**src/verilog/mips_pkg.sv**
```systemverilog
// shared types and constants; memories are 64 words each and only the listed MIPS subset decodes
package mips_pkg;

    typedef logic [31:0] word_t;
    typedef logic [4:0]  reg_addr_t;
    typedef logic [2:0]  exc_code_t;

    localparam exc_code_t EXC_NONE       = 3'd0;
    localparam exc_code_t EXC_ILLEGAL    = 3'd1;
    localparam exc_code_t EXC_OVERFLOW   = 3'd2;
    localparam exc_code_t EXC_MISALIGN   = 3'd3;
    localparam exc_code_t EXC_WRITE_ZERO = 3'd7;

    // alu_op encodings
    localparam logic [1:0] ALU_ADDR  = 2'd0;   // address add without overflow check
    localparam logic [1:0] ALU_ADDI  = 2'd1;   // checked add
    localparam logic [1:0] ALU_FUNCT = 2'd2;   // r-type op picked by funct

    typedef struct packed {
        logic       reg_write;
        logic       dest_is_rd;
        logic       alu_src_imm;
        logic       mem_read;
        logic       mem_write;
        logic       mem_to_reg;
        logic       is_branch;
        logic       is_jump;
        logic [1:0] alu_op;
    } ctrl_t;

    localparam logic [5:0] OP_RTYPE = 6'h00;
    localparam logic [5:0] OP_J     = 6'h02;
    localparam logic [5:0] OP_BEQ   = 6'h04;
    localparam logic [5:0] OP_BNE   = 6'h05;
    localparam logic [5:0] OP_ADDI  = 6'h08;
    localparam logic [5:0] OP_LW    = 6'h23;
    localparam logic [5:0] OP_SW    = 6'h2b;

    localparam logic [5:0] FN_ADD = 6'h20;
    localparam logic [5:0] FN_SUB = 6'h22;
    localparam logic [5:0] FN_AND = 6'h24;
    localparam logic [5:0] FN_OR  = 6'h25;
    localparam logic [5:0] FN_SLT = 6'h2a;

    localparam word_t RESET_PC = 32'h0040_0000;

    localparam int IMEM_WORDS = 64;
    localparam int IMEM_AW    = 6;
    localparam int DMEM_WORDS = 64;
    localparam int DMEM_AW    = 6;   // indexed by address bits 7:2

endpackage

```
**src/verilog/register_file.sv**
```systemverilog
// register zero reads as zero and ignores writes; a same-cycle write is seen by both read ports
`timescale 1ns/1ps

module register_file (
    input  logic                SYS_clk,
    input  logic                SYS_reset,
    input  mips_pkg::reg_addr_t rs,
    input  mips_pkg::reg_addr_t rt,
    output mips_pkg::word_t     rs_data,
    output mips_pkg::word_t     rt_data,
    input  logic                we,
    input  mips_pkg::reg_addr_t wr_reg,
    input  mips_pkg::word_t     wr_data
);
    import mips_pkg::*;

    word_t regs [32];

    assign rs_data = (rs == '0) ? '0 : (we && wr_reg == rs) ? wr_data : regs[rs];
    assign rt_data = (rt == '0) ? '0 : (we && wr_reg == rt) ? wr_data : regs[rt];

    always_ff @(posedge SYS_clk or posedge SYS_reset)
    begin
        if (SYS_reset)
        begin
            for (int i = 0; i < 32; i++)
            begin
                regs[i] <= '0;
            end
        end
        else if (we && wr_reg != '0)
        begin
            regs[wr_reg] <= wr_data;
        end
    end

endmodule

```
**src/verilog/decode_unit.sv**
```systemverilog
// the all-zero word is treated as a bubble, not as sll; branches resolve here with no delay slot
`timescale 1ns/1ps

module decode_unit (
    input  logic                SYS_clk,
    input  logic                SYS_reset,
    input  mips_pkg::word_t     d_instr,
    input  mips_pkg::word_t     d_pc,
    input  logic                stall,
    input  logic                freeze,
    input  logic                fwd_rs,
    input  logic                fwd_rt,
    input  mips_pkg::word_t     mem_fwd_data,
    input  logic                wb_we,
    input  mips_pkg::reg_addr_t wb_reg,
    input  mips_pkg::word_t     wb_data,
    output mips_pkg::reg_addr_t rs,
    output mips_pkg::reg_addr_t rt,
    output logic                use_rs,
    output logic                use_rt,
    output logic                redirect,
    output mips_pkg::word_t     redirect_pc,
    output mips_pkg::ctrl_t     e_ctrl,
    output mips_pkg::word_t     e_a,
    output mips_pkg::word_t     e_b,
    output mips_pkg::word_t     e_imm,
    output mips_pkg::reg_addr_t e_dest,
    output mips_pkg::word_t     e_pc,
    output mips_pkg::exc_code_t e_cause
);
    import mips_pkg::*;

    logic [5:0] opcode;
    logic [5:0] funct;
    ctrl_t      ctrl;
    logic       illegal;
    logic       taken;
    word_t      rs_data;
    word_t      rt_data;
    word_t      op_a;
    word_t      op_b;
    word_t      imm;
    word_t      pc_plus4;

    assign opcode   = d_instr[31:26];
    assign funct    = d_instr[5:0];
    assign rs       = d_instr[25:21];
    assign rt       = d_instr[20:16];
    assign imm      = {{16{d_instr[15]}}, d_instr[15:0]};
    assign pc_plus4 = d_pc + 32'd4;

    always_comb
    begin
        ctrl    = '0;
        illegal = 1'b0;
        use_rs  = 1'b0;
        use_rt  = 1'b0;
        if (d_instr != '0)
        begin
            case (opcode)
                OP_RTYPE:
                begin
                    ctrl.reg_write  = 1'b1;
                    ctrl.dest_is_rd = 1'b1;
                    ctrl.alu_op     = ALU_FUNCT;
                    use_rs          = 1'b1;
                    use_rt          = 1'b1;
                    illegal = !(funct inside {FN_ADD, FN_SUB, FN_AND, FN_OR, FN_SLT});
                end
                OP_ADDI:
                begin
                    ctrl.reg_write   = 1'b1;
                    ctrl.alu_src_imm = 1'b1;
                    ctrl.alu_op      = ALU_ADDI;
                    use_rs           = 1'b1;
                end
                OP_LW:
                begin
                    ctrl.reg_write   = 1'b1;
                    ctrl.alu_src_imm = 1'b1;
                    ctrl.mem_read    = 1'b1;
                    ctrl.mem_to_reg  = 1'b1;
                    use_rs           = 1'b1;
                end
                OP_SW:
                begin
                    ctrl.alu_src_imm = 1'b1;
                    ctrl.mem_write   = 1'b1;
                    use_rs           = 1'b1;
                    use_rt           = 1'b1;   // store data
                end
                OP_BEQ, OP_BNE:
                begin
                    ctrl.is_branch = 1'b1;
                    use_rs         = 1'b1;
                    use_rt         = 1'b1;
                end
                OP_J:    ctrl.is_jump = 1'b1;
                default: illegal = 1'b1;
            endcase
        end
    end

    register_file rf0 (
        .SYS_clk   (SYS_clk),
        .SYS_reset (SYS_reset),
        .rs        (rs),
        .rt        (rt),
        .rs_data   (rs_data),
        .rt_data   (rt_data),
        .we        (wb_we),
        .wr_reg    (wb_reg),
        .wr_data   (wb_data)
    );

    assign op_a = fwd_rs ? mem_fwd_data : rs_data;
    assign op_b = fwd_rt ? mem_fwd_data : rt_data;

    // bne inverts the equality test
    assign taken       = ctrl.is_branch && ((op_a == op_b) != (opcode == OP_BNE));
    assign redirect    = !stall && (taken || ctrl.is_jump);
    assign redirect_pc = ctrl.is_jump ? {pc_plus4[31:28], d_instr[25:0], 2'b00}
                                      : pc_plus4 + (imm << 2);

    always_ff @(posedge SYS_clk or posedge SYS_reset)
    begin
        if (SYS_reset)
        begin
            e_ctrl  <= '0;
            e_cause <= EXC_NONE;
        end
        else if (stall || freeze)
        begin
            e_ctrl  <= '0;   // bubble into execute
            e_cause <= EXC_NONE;
        end
        else
        begin
            e_ctrl  <= illegal ? '0 : ctrl;
            e_cause <= illegal ? EXC_ILLEGAL : EXC_NONE;
        end
    end

    always_ff @(posedge SYS_clk)
    begin
        e_a    <= op_a;
        e_b    <= op_b;
        e_imm  <= imm;
        e_dest <= ctrl.dest_is_rd ? d_instr[15:11] : rt;
        e_pc   <= d_pc;
    end

endmodule

```
**config.mk**
```make
export PLATFORM = sky130hd
export DESIGN_NAME = decode_unit
export DESIGN_NICKNAME = d
export VERILOG_FILES = /design/src/verilog/mips_pkg.sv /design/src/verilog/register_file.sv /design/src/verilog/decode_unit.sv
export SDC_FILE = /design/constraint.sdc
export NUM_CORES = 2
export LEC_CHECK = 0
export BUFFER_PORTS_ARGS = -buffer_cell sky130_fd_sc_hd__buf_4
export CAP_MARGIN = 20
export CORE_MARGIN = 2
export CORE_UTILIZATION = 40
export DETAILED_ROUTE_END_ITERATION = 16
export SETUP_SLACK_MARGIN = 0.15
export SYNTH_ARGS = -nofsm -noshare
export SYNTH_HDL_FRONTEND = slang
export SYNTH_SLANG_ARGS = --single-unit
```
**constraint.sdc**
```tcl
create_clock -name SYS_clk -period 49.6 [get_ports SYS_clk]
set_clock_uncertainty 0.1 [all_clocks]
set_input_delay 9.92 -clock SYS_clk [delete_from_list [all_inputs] [get_ports SYS_clk]]
set_output_delay 9.92 -clock SYS_clk [all_outputs]
set_load 0.01 [all_outputs]
```
==> impl_metrics.prom <==
# TYPE chip_impl_metric gauge
chip_impl_metric{name="ctsHtreeMaxLevel",unit=""} 4
chip_impl_info{name="setup.worst_path.end_class",value="output port"} 1
chip_impl_metric{name="routed-via-count",unit=""} 43530
chip_impl_info{name="run_status",value="completed"} 1
chip_impl_metric{name="place.port_buffers",unit=""} 328
chip_impl_info{name="synth-main-ff-cell",value="dfrtp_1"} 1
chip_impl_metric{name="dieArea",unit="um2"} 156600
chip_impl_metric{name="seq_area_frac_synth",unit="%"} 45.98
chip_impl_metric{name="timing.critical_path.fanout_max",unit=""} 43
chip_impl_metric{name="drt_pass1_iterations",unit=""} 8
chip_impl_metric{name="rrSetupSlack",unit="ns"} 46.63
chip_impl_metric{name="floorplan.initialDensity",unit="%"} 40.35
chip_impl_info{name="rsz0062_at_grt",value="no"} 1
chip_impl_metric{name="synth_edf_count",unit=""} 0
chip_impl_metric{name="fmax",unit="GHz"} 0.03856
chip_impl_metric{name="synthCells",unit=""} 4481
chip_impl_info{name="tritoncts",value="yes"} 1
chip_impl_metric{name="pre_cts_setup_slack",unit="ns"} 23.86
chip_impl_metric{name="detailedRoute.firstIterationViolations",unit=""} 5086
chip_impl_metric{name="first_global_vias",unit=""} 43340
chip_impl_metric{name="post-place-cells",unit=""} 6486
chip_impl_info{name="setup.worst_path.start_class",value="input port"} 1
chip_impl_metric{name="hold_ws",unit="ns"} 0.2997
chip_impl_metric{name="finalSetupViolations",unit=""} 0
chip_impl_metric{name="insertion_delay",unit="ns"} 0.81
chip_impl_metric{name="ir_drop",unit="mV"} 0.03655
chip_impl_metric{name="worstPathRequired",unit="ns"} 39.58
chip_impl_metric{name="post-route-worst-setup-slack",unit="ns"} 23.67
chip_impl_metric{name="post_cts_hold_buffer_count",unit=""} 0
chip_impl_metric{name="die_w",unit="um"} 395.7
chip_impl_metric{name="avgRoutedWirePerCell",unit="um"} 35.03
chip_impl_metric{name="tightestPinTransition",unit="ns"} 1.242
chip_impl_metric{name="globalplace.congestion",unit=""} 0.9187
chip_impl_metric{name="cts.repair.resized",unit=""} 0
chip_impl_info{name="critical_path_top_delay_cell",value="nor2_1"} 1
chip_impl_metric{name="yosys_warnings",unit=""} 0
chip_impl_metric{name="clock_transition_at_path_regs",unit="ns"} 0.06
chip_impl_metric{name="cts.repair_timing.setup_buffer_count",unit=""} 0
chip_impl_metric{name="cts_sinks",unit=""} 1151
chip_impl_metric{name="max_cap_viol_count",unit=""} 0
chip_impl_info{name="synth_area_leader_cell",value="dfrtp_1"} 1
chip_impl_metric{name="flip_flop_and_latch_count_after_synthesis",unit=""} 1151
chip_impl_metric{name="ys_async_sr_fraction",unit="%"} 89.83
chip_impl_info{name="cts_root_buf",value="clkbuf_16"} 1
chip_impl_metric{name="syn_area_per_cell",unit="um2"} 13.69
chip_impl_metric{name="leakagePower",unit="nW"} 30.30
chip_impl_metric{name="area_growth_syn_to_layout",unit="%"} 14.13
chip_impl_metric{name="gr-usage-all-layers",unit="%"} 29.84
chip_impl_metric{name="timing.max_slew.rel_slack",unit="%"} 17.03
chip_impl_metric{name="drt_drc_violations_left",unit=""} 0
chip_impl_metric{name="dp_hpwl",unit="um"} 146300
chip_impl_metric{name="nets",unit=""} 4765
chip_impl_metric{name="timing.final.hold_violations",unit=""} 0
chip_impl_metric{name="layout.filler_cells",unit=""} 13620
chip_impl_metric{name="post_route_cells_drive_above_1_share",unit="%"} 46.47
chip_impl_metric{name="finalWorstPathRequiredPeriod",unit="ns"} 25.93
chip_impl_metric{name="first_pass_grt_wire_length",unit="um"} 333500
chip_impl_metric{name="placement_rows",unit=""} 143
chip_impl_metric{name="worst-endpoint-arrival",unit="ns"} 15.91
chip_impl_metric{name="chipHeight",unit="um"} 395.7
chip_impl_info{name="yosys.cell_count.top_type",value="dfrtp_1"} 1
chip_impl_metric{name="synthDistinctLibCells",unit=""} 83
chip_impl_metric{name="clk_path_buf_depth",unit=""} 3
chip_impl_metric{name="number_of_antenna_violations_at_the_first_check_in_global_routing",unit=""} 17
chip_impl_metric{name="mappedNetlistArea",unit="um2"} 61370
chip_impl_metric{name="vias_per_cell",unit=""} 6.456
chip_impl_info{name="criticalPathCategory",value="in2out"} 1
chip_impl_metric{name="tritoncts.num_buffers",unit=""} 134
chip_impl_metric{name="antenna_violating_nets_post_route",unit=""} 0
chip_impl_metric{name="finalMaxSlewViolations",unit=""} 0
chip_impl_metric{name="yosys.area.top_type_share",unit="%"} 42.16
chip_impl_metric{name="tns",unit="ns"} 0
chip_impl_metric{name="largest_net_degree_at_the_start_of_global_routing",unit=""} 112
chip_impl_metric{name="top_level_ports",unit=""} 331
chip_impl_info{name="cp_cell_sequence",value="buf_8, buf_4, xnor2_1, nand4_1, nor2_1, nor2_1, a222oi_1, xor2_1, o2111ai_1, and4b_1, nand4_1, or3_1, o211ai_1, buf_4"} 1
chip_impl_metric{name="powerDensity",unit="nW/um2"} 40.84
chip_impl_metric{name="postRouteWirelength",unit="um"} 236200
chip_impl_metric{name="globalRoute.totalOverflow",unit=""} 0
chip_impl_metric{name="finalCritPeriodShare",unit="%"} 52.28
chip_impl_info{name="hp-class",value="reg2reg"} 1
chip_impl_info{name="ys_top_cells_by_area",value="dfrtp_1 (42%), mux2_2 (18%), mux4_2 (17%), dfxtp_1 (3.8%), mux2i_1 (3.4%)"} 1
chip_impl_info{name="synth_commonest_cells",value="dfrtp_1 (1034), mux2_2 (1002), mux4_2 (454)"} 1
chip_impl_metric{name="core-area",unit="um2"} 152100
chip_impl_metric{name="final_cell_count_no_fill",unit=""} 6743
chip_impl_metric{name="timing.critical_path.slowest_cell_delay",unit="ns"} 0.90
-- state kept, by name, indices dropped and copies added, names as in the netlist --
name      cells
e_dest        5
rf0.regs   1024
e_cause       1
e_a          32
e_pc         32
e_ctrl        9
e_imm        16
e_b          32
-- stage by stage --
| stage | power [mW] | utilization [%] | cell area [um2] |
|---|---|---|---|
| floorplan | 1.631 | - | 61370 |
| global placement | 1.824 | 43.00 | 65400 |
| detailed placement | 1.839 | 43.03 | 65430 |
| CTS | 2.861 | 46.00 | 69960 |
| global route | 2.962 | 46.04 | 70030 |
| finish | 2.860 | 46.05 | 70040 |
-- per-layer routing --
layer / part of all wire, % / wire (um) / up-vias / global-route usage [%]
met2: 45 / 106500 / 2500 / 45.18
met3: 10 / 23980 / 627 / 8.610
met1: 39 / 92330 / 23100 / 39.00
met4: 5.7 / 13360 / 12 / 15.34
met5: 0.030 / 70 / - / 0
li1: - / - / 17290 / -
-- power by group --
part | switching [mW] | internal, mW | leakage, nW | total [mW]
combinational | 0.274 | 0.329 | 13.8 | 0.603
clock | 0.420 | 0.603 | 2.23 | 1.02
sequential | 0.129 | 1.11 | 14.3 | 1.23
total | 0.823 | 2.04 | 30.3 | 2.86
-- area by class of cell --
type,count,area (um2),area share [%]
clock buffers,202,4055,5.790
multi-input cells,2827,31110,44.42
inverters,30,120.1,0.1715
clock inverters,44,471.7,0.6735
diodes,9,22.52,0.03216
flip-flops and latches,1151,28220,40.29
repair buffers,450,3500,4.997
well taps,2030,2540,3.626
-- logic make-up (layout without fill, tap and decap cells) --
group / count (synthesis) / count (layout) / synth area share, %
adders and majority gates: 31 / 31 / 0.6443
and+or+nand+nor: 529 / 529 / 4.176
buffers and inverters: 504 / 726 / 3.719
xor gates and xnor gates: 88 / 88 / 1.256
AOI/OAI and AO/OA: 510 / 510 / 5.727
other: 1 / 11 / 0.006111
DFF: 1151 / 1151 / 45.98
muxes: 1667 / 1667 / 38.49
-- final timing paths --
check	startpoint	depth (start not counted)	to
max	d_instr[17]	14	redirect
min reg2reg	rf0.regs[998]	0	rf0.regs[998]
max reg2reg	rf0.regs[531]	6	e_b[19]
max in group asynchronous	SYS_reset	5	e_ctrl[9]
min in group asynchronous	SYS_reset	2	rf0.regs[253]
min	rf0.regs[998]	0	rf0.regs[998]
-- critical path, delay by kind of cell --
kind            cells  cell delay, ns
compound gates      3            1.27
buf+inv             3            1.22
xor+xnor            2            0.46
simple gates        6            2.97
-- cells in the final DEF (no fill, tap or decap), types with 15 or more instances in the layout --
cell / n
nor3_1: 20
ha_1: 30
nand3_1: 51
clkbuf_16: 139
dfxtp_1: 117
nand2_1: 173
o211ai_1: 19
clkbuf_1: 29
o31ai_1: 15
nor2_1: 84
mux4_2: 454
a21o_1: 16
nand4_1: 27
inv_1: 26
mux2_2: 1002
mux2i_1: 211
nor2_4: 17
clkinv_2: 22
buf_4: 438
o21ai_0: 99
nand2_2: 15
and3_1: 23
nor2b_1: 18
xnor2_1: 63
a21oi_1: 88
a221oi_1: 26
dfrtp_1: 1034
clkbuf_8: 34
a22oi_1: 98
xor2_1: 25
nor4_1: 15
Note: power is estimated with default switching activity, not from simulation.
